<file path="src/source/soc_bus_pkg.sv">
package soc_bus_pkg;

    typedef logic [31:0] addr_t;
    typedef logic [31:0] data_t;
    typedef logic [3:0]  be_t;

    // Address bits 31..28
    typedef logic [3:0]  region_t;

    // Register offset inside a peripheral
    typedef logic [7:0]  reg_off_t;

    typedef struct packed {
        addr_t addr;
        data_t wdata;
        be_t   be;
        logic  rd;
        logic  wr;
    } bus_req_t;

    localparam region_t REGION_RAM    = 4'h0;
    localparam region_t REGION_GPIO   = 4'h1;
    localparam region_t REGION_TICKER = 4'h2;

    // Enabled lanes take the new byte, the rest keep the old one
    function automatic data_t be_merge(data_t old_word, data_t new_word, be_t be);
        data_t merged;
        for (int i = 0; i < 4; i++) begin
            merged[8*i +: 8] = be[i] ? new_word[8*i +: 8] : old_word[8*i +: 8];
        end
        return merged;
    endfunction

endpackage

</file>
<file path="src/source/ticker_count.sv">
`timescale 1ns/1ps

module ticker_count import soc_bus_pkg::*; #(
    parameter int TICK_PRESCALE = 4
) (
    input  logic  clk_bus,
    input  logic  reset_i,
    input  logic  enable_i,
    input  data_t compare_i,
    input  logic  clear_i,
    output data_t count_o,
    output logic  match_o
);

    localparam int PRE_W = $clog2(TICK_PRESCALE + 1);

    logic [PRE_W-1:0] prescale;
    logic             step;

    assign step = enable_i && (prescale == PRE_W'(TICK_PRESCALE - 1));

    always_ff @(posedge clk_bus) begin
        if (reset_i || clear_i) begin
            prescale <= '0;
            count_o  <= '0;
            match_o  <= 1'b0;
        end else begin
            match_o <= 1'b0;
            // Prescaler holds while counting is off
            if (enable_i) begin
                prescale <= step ? '0 : prescale + 1'b1;
            end
            if (step) begin
                if (count_o == compare_i) begin
                    count_o <= '0;
                    match_o <= 1'b1;
                end else begin
                    count_o <= count_o + 1'b1;
                end
            end
        end
    end

    a_match_pulse: assert property (@(posedge clk_bus) disable iff (reset_i)
        match_o |=> !match_o)
        else $error("ticker_count: match held for two cycles");

endmodule

</file>
<file path="config.mk">
export PLATFORM = sky130hd
export DESIGN_NAME = ticker_count
export DESIGN_NICKNAME = d
export VERILOG_FILES = /design/src/source/soc_bus_pkg.sv /design/src/source/ticker_count.sv
export SDC_FILE = /design/constraint.sdc
export NUM_CORES = 1
export LEC_CHECK = 0
export ABC_AREA = 1
export BUFFER_PORTS_ARGS = -buffer_cell sky130_fd_sc_hd__buf_2
export CAP_MARGIN = 20
export CORE_ASPECT_RATIO = 1.1
export CORE_MARGIN = 2
export CORE_UTILIZATION = 50
export DETAILED_ROUTE_END_ITERATION = 8
export GPL_TIMING_DRIVEN = 0
export PLACE_DENSITY = 0.78
export SETUP_SLACK_MARGIN = 0.2
export SYNTH_ARGS = -nofsm -noshare
export SYNTH_HDL_FRONTEND = slang
export SYNTH_SLANG_ARGS = --single-unit
</file>
<file path="constraint.sdc">
create_clock -name clk_bus -period 1.8 [get_ports clk_bus]
set_input_delay 0.27 -clock clk_bus [delete_from_list [all_inputs] [get_ports clk_bus]]
set_output_delay 0.27 -clock clk_bus [all_outputs]
set_load 0.02 [all_outputs]
</file>
==> run metrics, run 1 <==
outcome completed; clock sink total 36; synthesized instance count around 340; FFs w/ async S/R, synth 0%; CP Launch Point prescale[0]; Design Area, Final 0.00294 mm2; WL met2 ~2900 um; hold path depth 2; io pins 69; Pins Over Slew Limit 0; critical path class reg -> reg; total core area around 0.0046 mm2; vias per cell between 4 and 5; most frequent cells in the layout 89 x nand2_1, 68 x buf_2, 65 x nor2_1, 35 x inv_1, 32 x dfxtp_1; Hold Vio Cnt, Final 0; RSZ-0062 raised after global routing yes; share of cells above drive strength 1 between 20% and 30%; first-pass GRT wire length approximately 9500 um; Finish-stage setup viols 0; Rows 26; sequential element share of the synthesized area a little under a third; Layout Utilization 64.6%; Required @ worst endpoint roughly 2 ns; r2r worst-path depth 11; crit path DAT between 1.5 and 2 ns; number of flops mapped to enable cells by yosys 0; number of global-route vias before repair 2119; hold slack about 0.21 ns; Max-slew headroom 70.9%; Net Sw Frac a little under a quarter; hold path startpoint enable_i; PD cells slightly above 500 mW/mm2; VDD IR max 388 uV; Seq cells post-synth 36; port bufs 68; initial drt markers around 160; register clock-pin slew on the reported worst setup and hold paths about 0.07 ns; worst-margin pin slew around 0.43 ns; Remaining DRCs 0; Avg WL per Cell between 10 and 15 um; Clk Latency, worst-skew pair ~0.29 ns; Final min period 1.75 ns; Final TNS setup 0 ns; met1 wire length roughly 2600 um; DR vias 2345; Final Wtd Congestion a little over 0.9; Die Wd slightly below 70 um; n_diodes 0; net count after synthesis 379; cell-internal power ~1.1 mW; Synthesis Warnings 0; initial antenna violation count 0; Critical Path Start Type flop; CP Max Fanout 10; die area about 0.0052 mm2; Seq pwr share roughly 54%; worst hold path class in -> reg; Comb pwr share a little under 9%; total CTS buffers 5; most common cell after layout, fill and taps aside nand2_1; Max Clock Freq between 0.5 and 0.6 GHz; DRT Pass-1 Iters 6; Max Used Layer met4; fin nets around 460; Initial Util between 50% and 60%; die height roughly 76 um; HPWL after detailed placement about 4500 um; H-tree levels 2; grt ovf 0; All-Layer GR Usage 23.1%; ANT nets after route 0; post-layout power about 1.5 mW; Root Buffer clkbuf_8; Mapped Avg Cell Area 6.84 um2; Clock Tree Buf Depth 2; synth-to-layout area growth 26.2%; post-synth cell types 30; final WL between 5000 and 6000 um; Post-Syn Area 0.00233 mm2; max-cap violations 0; r2r startpoint prescale[0]; Clock Skew roughly 0.008 ns; total leakage power 1.23 nW; pin count of the biggest net entering global routing 11; sw power around 350 uW; critical path capture point type flop; met3 routed WL between 200 and 300 um; ys flop type dfxtp_1; CTS tree done; Post-DP Area around 0.0027 mm2; clock share of power ~37%; final period utilization a little over nine tenths
-- path summary, 6_finish.rpt --
| path | to | slack, ns |
|---|---|---|
| worst max register to register | count_o[12] | 0.05 |
| worst min-delay path | prescale[1] | 0.21 |
| worst min register to register | prescale[2] | 0.48 |
| worst max-delay path | count_o[12] | 0.05 |
-- cell type report --
type                    instances  area [um2]
plain buffers                   5        62.6
clock buffers                   6        72.6
clock inverters                 1        5.00
fillers                       444        1610
inverters                      36         140
multi-input cells             264        1470
flip-flops and latches         36         726
well taps                      56        70.1
repair buffers                 75         397
-- registers in the layout, summed over array words and instances, names as in the netlist --
name,flops
count_o,32
match_o,1
prescale,3
-- worst max-delay path: stages, from the launching register on --
cell and delay [ns]:
dfxtp_2 0.33, ha_1 0.15, nand2_2 0.07, nor2_4 0.16
nand3_2 0.11, nor2_4 0.13, nand2_1 0.07, nor2_2 0.14
nand3_2 0.12, nand2_4 0.15, buf_6 0.16, nor2_1 0.05
-- per-layer routing --
layer / global-route usage, % / vias to the layer above
met1: 28.4 / 1062
met4: 7.19 / 0
met3: 4.50 / 6
li1: - / 1214
met2: 41.8 / 63
met5: 0 / -
-- synthesized netlist by cell type (all sizes together), types with 2 or more instances --
library cell / count / share of area [%]
nor2: 78 / 14
ha: 2 / 1.1
xnor2: 26 / 9.8
a21oi: 2 / 0.43
nor3: 4 / 1.3
inv: 36 / 6.0
o21ai: 2 / 0.59
buf: 4 / 1.4
xor2: 22 / 8.3
o21bai: 2 / 0.80
nand2: 94 / 16
dfxtp: 36 / 31
nand4: 8 / 2.4
nand3: 19 / 5.7
-- per-stage QoR --
stage	worst slack (ns)	std cells
2_1_floorplan	0.241	341
3_3_place_gp	-0.0688	465
3_5_place_dp	-0.0767	465
4_1_cts	0.0956	474
5_1_grt	-0.0461	479
6_report	0.0513	479
-- kinds of logic after synthesis --
| kind of cell | synth area share (%) |
|---|---|
| flip-flops | 30.9 |
| buffers and inverters | 7.67 |
| multiplexers | 0.429 |
| AND/OR/NAND/NOR | 39.5 |
| XOR/XNOR | 18.0 |
| AO/OA/AOI/OAI | 2.41 |
| adder cells (fa/ha/maj) | 1.07 |
-- repair_timing --
| action | 4_1_cts | 5_1_grt |
|---|---|---|
| hold buffers | 0 | 0 |
| pin swaps | 2 | 5 |
| cloned | 1 | 0 |
| resized for setup | 14 | 6 |
| buffers inserted | 1 | 5 |
| setup endpoints to repair | 32 | 32 |
-- power by group through the flow --
stage | Sequential (mW) | Combinational, mW | Clock [mW]
2_1_floorplan | 0.817 | 0.0614 | 0
3_3_place_gp | 0.818 | 0.117 | 0
3_5_place_dp | 0.818 | 0.120 | 0
4_1_cts | 0.800 | 0.130 | 0.557
5_1_grt | 0.799 | 0.147 | 0.585
6_report | 0.799 | 0.131 | 0.551
Power figures use the tool's default switching activity.
==> run 2, diff against run 1 <==
--- a/config.mk
+++ b/config.mk
@@ -11,6 +11,7 @@
 export CORE_ASPECT_RATIO = 1.1
 export CORE_MARGIN = 2
 export CORE_UTILIZATION = 50
+export CTS_BUF_LIST = sky130_fd_sc_hd__clkbuf_16
 export DETAILED_ROUTE_END_ITERATION = 8
 export GPL_TIMING_DRIVEN = 0
 export PLACE_DENSITY = 0.78
==> run metrics, run 2 (synthesized netlist as in run 1, its figures left out) <==
die height 75.7 um (unchanged); max-cap violations 0 (unchanged); fill count 405 (-8.8%); Max Clock Freq 0.568 GHz (-0.69%); number of global-route vias before repair 2178 (+2.8%); r2r worst-path depth 10 (-1); largest register by flop count count_o; Design Area, Final 0.00313 mm2 (+6.5%); Rows 26 (unchanged); outcome completed; r2r endpoint count_o[12]; GR Layer Usage met3 5.42% (+0.93 points); total CTS buffers 5 (unchanged); worst-margin pin slew 0.461 ns (+0.0269 ns); Cell Count Post-Placement 465 (unchanged); slack of the critical path 0.0392 ns (-0.0121 ns); share of cells above drive strength 1 33.6% (+5.7 points); ANT nets after route 0 (unchanged); Root Buffer clkbuf_16; CP Max Fanout 7 (-3); worst hold path class in -> reg; Remaining DRCs 0 (unchanged); fin nets 467 (+1.3%); CP Launch Point prescale[1]; grt met2 use 43.1% (+1.3 points); fin cells 485 (+1.3%); initial drt markers 130 (-18%); Hold-fix buffers, CTS 0 (unchanged); CP endpoint count_o[12]; critical path capture point type flop; Critical Path Start Type flop; DR vias 2397 (+2.2%); crit path DAT 1.93 ns (about the same); Pins Over Slew Limit 0 (unchanged); Avg WL per Cell 12.9 um (+5.0%); port bufs 68 (unchanged); most frequent cells in the layout 89 x nand2_1, 68 x buf_2, 47 x nor2_1, 36 x inv_1, 32 x dfxtp_1; Post-DP Area 0.00275 mm2 (unchanged); Finish-stage setup viols 0 (unchanged); Max-slew headroom 69.1% (-1.8 points); PD cells 559 mW/mm2 (+11%); grt ovf 0 (unchanged); initial antenna violation count 0 (unchanged); first-pass GRT wire length 9930 um (+4.4%); Hold Vio Cnt, Final 0 (unchanged); clock sink total 36 (unchanged); pre-CTS WS -0.0767 ns (unchanged); Final min period 1.76 ns (+0.0121 ns); All-Layer GR Usage 24.1% (+1.0 points); register-to-register setup slack 0.04 ns (about the same); final WL 6260 um (+6.3%); total core area 0.00455 mm2 (unchanged); io pins 69 (unchanged); M1 GR Usage 29.2% (+0.84 points); Top Registers count_o (32), prescale (3), match_o (1); n_diodes 0 (unchanged); hold slack 0.232 ns (+0.0212 ns); Die Wd 69.1 um (unchanged); VDD IR max 391 uV (+0.58%); CTS tree done; total leakage power 1.30 nW (+5.5%); Initial Util 51.2% (unchanged); RSZ-0062 raised after global routing yes; most common cell after layout, fill and taps aside nand2_1; DRT Pass-1 Iters 4 (-2); post-layout power 1.75 mW (+18%); register clock-pin slew on the reported worst setup and hold paths 0.05 ns (-0.02 ns); pin count of the biggest net entering global routing 11 (unchanged); vias per cell 4.94 (+0.95%); Final Wtd Congestion 0.920 (unchanged); max reg flops 32 (unchanged); H-tree levels 2 (unchanged); final period utilization 97.8% (+0.67 points); critical path class reg -> reg; Clock Tree Buf Depth 2 (unchanged); die area 0.00523 mm2 (unchanged); Clock Skew 0.00173 ns (-0.00634 ns); Clk Latency, worst-skew pair 0.28 ns (about the same); Required @ worst endpoint 1.97 ns (-0.02 ns); HPWL after detailed placement 4530 um (unchanged); r2r startpoint prescale[1]; synth-to-layout area growth 34.3%; gr busiest metal met2
[run 2: cell count changes in the layout (fill, tap and decap cells not counted), sizes merged]
| cell | delta |
|---|---|
| buf | +5 |
| inv | +1 |
[run 2: cell type report]
type | count | area (um2) | area share (%)
Buffer | 5 | 62.6 | 2.00
Clock inverter | 2 | 8.76 | 0.279
Multi-Input combinational cell | 264 | 1540 | 49.0
Clock buffer | 5 | 125 | 3.99
Tap cell | 56 | 70.1 | 2.24
Sequential cell | 36 | 726 | 23.2
Timing Repair Buffer | 81 | 463 | 14.8
Inverter | 36 | 143 | 4.55
[run 2: layer usage]
layer  vias to the layer above  wire (um)
met1                      1084       2570
met5                         -          0
li1                       1216          -
met3                        17        338
met2                        80       3200
met4                         0        150
[run 2: worst max-delay path: stages (launching register included)]
cell and delay (ns):
dfxtp_2 0.33, ha_2 0.16, nand2_2 0.06, nor2_4 0.15
buf_12 0.15, inv_8 0.04, nor3_4 0.30, buf_4 0.16
nand2_1 0.05, xor2_1 0.17, nor2_2 0.06
[run 2: worst min-delay path by stage]
stage                     depth (start not counted)     endpoint         from  slack, ns
after detailed placement                          2  prescale[2]  prescale[2]       0.44
after global placement                            2  prescale[2]  prescale[2]       0.44
after CTS                                         2  prescale[1]     enable_i       0.23
after global routing                              2  prescale[1]     enable_i       0.23
after floorplan                                   1  prescale[1]     enable_i       0.36
final                                             2  prescale[1]     enable_i       0.23
[run 2: power by group]
group / internal [mW] / total, mW / switching (mW)
logic: 0.0782 / 0.149 / 0.0711
registers: 0.800 / 0.801 / 0.00124
clock network: 0.496 / 0.802 / 0.306
total: 1.37 / 1.75 / 0.378
[run 2: what timing repair did]
action	CTS	global route
buffers inserted	1	9
pin swaps	2	15
gates resized for setup	16	29
setup endpoints to repair	32	32
cloned	2	1
[run 2: per-stage QoR]
step | utilization (%) | setup TNS [ns]
after floorplan | - | 0
after global placement | 60.3 | -1.82
after detailed placement | 60.3 | -1.88
after CTS | 64.8 | 0
after global routing | 68.8 | -0.783
final | 68.8 | 0
==> run 3, diff against run 2 <==
--- a/config.mk
+++ b/config.mk
@@ -5,16 +5,18 @@
 export SDC_FILE = /design/constraint.sdc
 export NUM_CORES = 1
 export LEC_CHECK = 0
-export ABC_AREA = 1
+export ABC_AREA = 0
 export BUFFER_PORTS_ARGS = -buffer_cell sky130_fd_sc_hd__buf_2
 export CAP_MARGIN = 20
 export CORE_ASPECT_RATIO = 1.1
 export CORE_MARGIN = 2
 export CORE_UTILIZATION = 50
 export CTS_BUF_LIST = sky130_fd_sc_hd__clkbuf_16
+export CTS_CLUSTER_SIZE = 12
 export DETAILED_ROUTE_END_ITERATION = 8
 export GPL_TIMING_DRIVEN = 0
-export PLACE_DENSITY = 0.78
+export HOLD_SLACK_MARGIN = 0.1
+export PLACE_DENSITY = 0.79
 export SETUP_SLACK_MARGIN = 0.2
 export SYNTH_ARGS = -nofsm -noshare
 export SYNTH_HDL_FRONTEND = slang
==> run metrics, run 3 <==
outcome finished, violations left; initial antenna violation count 0 (unchanged); die area 0.00477 mm2 (-8.7%); failing checks setup timing; VDD IR max 617 uV (+58%); pre-CTS WS -0.218 ns (-0.142 ns); Initial Util 52.6% (+1.4 points); fin nets 373 (-20%); DR vias 2130 (-11%); total core area 0.00402 mm2 (-12%); Max-slew headroom 73.2% (+4.1 points); Finish-stage setup viols 33 (+33); ys flop type dfxtp_1; total CTS buffers 5 (unchanged); Final min period 2.04 ns (+0.279 ns); CTS tree done; total leakage power 1.35 nW (+3.6%); Hold-fix buffers, CTS 0 (unchanged); CP top delay family simple AND/OR/NAND/NOR gates; Clock Skew 0.00583 ns (+0.00410 ns); most frequent cells after synthesis 36 x dfxtp_1, 36 x xor2_1, 29 x nor2_1; Cell Chain, Critical Path xor2_1, nor4_2, nand4_1, buf_4, o31ai_4, buf_6, clkbuf_16, nor2_2; Hold Vio Cnt, Final 0 (unchanged); hold path startpoint reset_i; n_diodes 0 (unchanged); sequential element share of the synthesized area 34.0% (+3.1 points); Design Area, Final 0.00314 mm2 (+0.20%); Clk Latency, worst-skew pair 0.29 ns (about the same); PD cells 568 mW/mm2 (+1.5%); crit path DAT 2.21 ns (+0.28 ns); Clock Tree Buf Depth 2 (unchanged); synthesized instance count 234 (-31%); worst hold path class in -> reg; DRT Pass-1 Iters 4 (unchanged); worst-margin pin slew 0.398 ns (-0.0629 ns); Seq cells post-synth 36 (unchanged); critical path class reg -> reg; Synth top area share 34.0% (+3.1 points); Critical Path Start Type flop; Die Wd 66.1 um (-4.4%); number of global-route vias before repair 2001 (-8.1%); port bufs 68 (unchanged); Critical Path Max Stage Delay 0.37 ns (+0.04 ns); final period utilization 113% (+15 points); Avg WL per Cell 17.2 um (+33%); most area-consuming cells after synthesis dfxtp_1 34%, xor2_1 15%, xnor2_1 11%; CP Launch Point count_o[25]; HPWL after detailed placement 4020 um (-11%); most common cell after layout, fill and taps aside buf_2; Cell Count Post-Placement 354 (-24%); register clock-pin slew on the reported worst setup and hold paths 0.06 ns (about the same); Top Registers count_o (32), prescale (3), match_o (1); Rows 24 (-7.7%); Root Buffer clkbuf_16; All-Layer GR Usage 27.5% (+3.4 points); max-cap violations 0 (unchanged); Remaining DRCs 0 (unchanged); share of cells above drive strength 1 54.5% (+21 points); Post-DP Area 0.00258 mm2 (-6.1%); Post-Syn Area 0.00212 mm2 (-9.2%); largest area contributor in the netlist dfxtp_1; Max Clock Freq 0.490 GHz (-14%); critical path capture point type flop; synth-to-layout area growth 48.3%; FFs w/ async S/R, synth 0% (unchanged); max reg flops 32 (unchanged); first-pass GRT wire length 9740 um (-1.9%); CP Max Fanout 5 (-2); Pins Over Slew Limit 0 (unchanged); pin count of the biggest net entering global routing 12 (+1); RSZ-0062 raised after global routing yes; largest register by flop count count_o; fill count 273 (-33%); slack of the critical path -0.240 ns (-0.279 ns); io pins 69 (unchanged); post-layout power 1.78 mW (+1.7%); Synthesis Warnings 0 (unchanged); ANT nets after route 0 (unchanged); r2r startpoint count_o[25]; clock sink total 36 (unchanged); grt ovf 0 (unchanged); initial drt markers 128 (-1.5%); vias per cell 5.49 (+11%); final WL 6670 um (+6.5%); net count after synthesis 272 (-28%); post-synth cell types 29 (-3.3%); WP buf/inv 3 (unchanged); die height 72.3 um (-4.5%); hold slack 0.178 ns (-0.0537 ns); Required @ worst endpoint 1.97 ns (about the same); fin cells 388 (-20%); most frequent cells in the layout 69 x buf_2, 32 x xor2_1, 27 x xnor2_1, 21 x nor2_1, 19 x buf_4; Final Wtd Congestion 0.816 (-11%); number of flops mapped to enable cells by yosys 0 (unchanged); H-tree levels 2 (unchanged); slowest stage cell, crit path nor4_2; Mapped Avg Cell Area 9.05 um2 (+32%)
## run 3: cell types whose count changed after synthesis, moves of 4 or more
cell,before,now
and4_1,0,4
buf_6,1,5
inv_1,35,3
nand2_1,90,14
nand2_2,4,0
nand3_1,16,11
nor2_1,69,29
nor2_2,7,12
nor3_1,3,11
nor4_1,0,11
xor2_1,22,36
## run 3: layer usage
metal  vias up  global-route usage, %  share of wire, %
met5         -                      0                 0
met4         0                   12.9               4.9
met3        27                   5.74               5.1
met2        90                   47.5                51
met1      1013                   32.5                39
li1       1000                      -                 -
## run 3: cells by family after synthesis
group           Yosys count  share of synthesized area (%)
xor+xnor                 63                           26.0
mux                       2                          0.945
flops                    36                           34.0
compound gates            3                           1.48
buf+inv                  12                           4.25
simple gates            116                           32.1
fa+ha+maj                 2                           1.18
## run 3: worst register-to-register path, delay by kind of cell (launching register included)
kind / cells / cell delay, ns
flip-flops: 1 / 0.35
AO/OA/AOI/OAI: 1 / 0.32
XOR/XNOR: 1 / 0.17
buffers and inverters: 3 / 0.52
AND/OR/NAND/NOR: 3 / 0.56
## run 3: per-stage QoR
step / setup TNS (ns) / utilization, %
after floorplan: 0 / -
after global placement: -5.75 / 64.1
after detailed placement: -5.71 / 64.1
after CTS: -0.406 / 72.2
after global routing: -8.07 / 78.0
final: -6.65 / 78.0
## run 3: power by group
group,leakage (nW),switching (mW),internal (mW)
Sequential,0.306,0.00188,0.785
Clock,0.0710,0.339,0.503
Combinational,0.968,0.0759,0.0776
## run 3: timing repair
action,in CTS,in global routing
gates resized for setup,20,31
buffers inserted,11,12
gates cloned,2,1
endpoints found under the setup margin,32,33
pin swaps,11,16
## run 3: path summary, 6_finish.rpt
kind                            slack (ns)          end  cells past startpoint
worst max-delay path                 -0.24  count_o[28]                      8
worst min-delay path                  0.18  prescale[1]                      2
worst min register to register        0.47  prescale[2]                      2
worst max register to register       -0.24  count_o[28]                      8
## run 3: layout make-up
class	instances	area (um2)	area share [%]
clock inverter	3	13.8	0.438
tap	52	65.1	2.07
timing repair buffer	94	573	18.2
buffer	9	100	3.19
sequential	36	776	24.7
clock buffer	5	125	3.98
multi-input combinational	186	1480	47.0
inverter	3	11.3	0.359
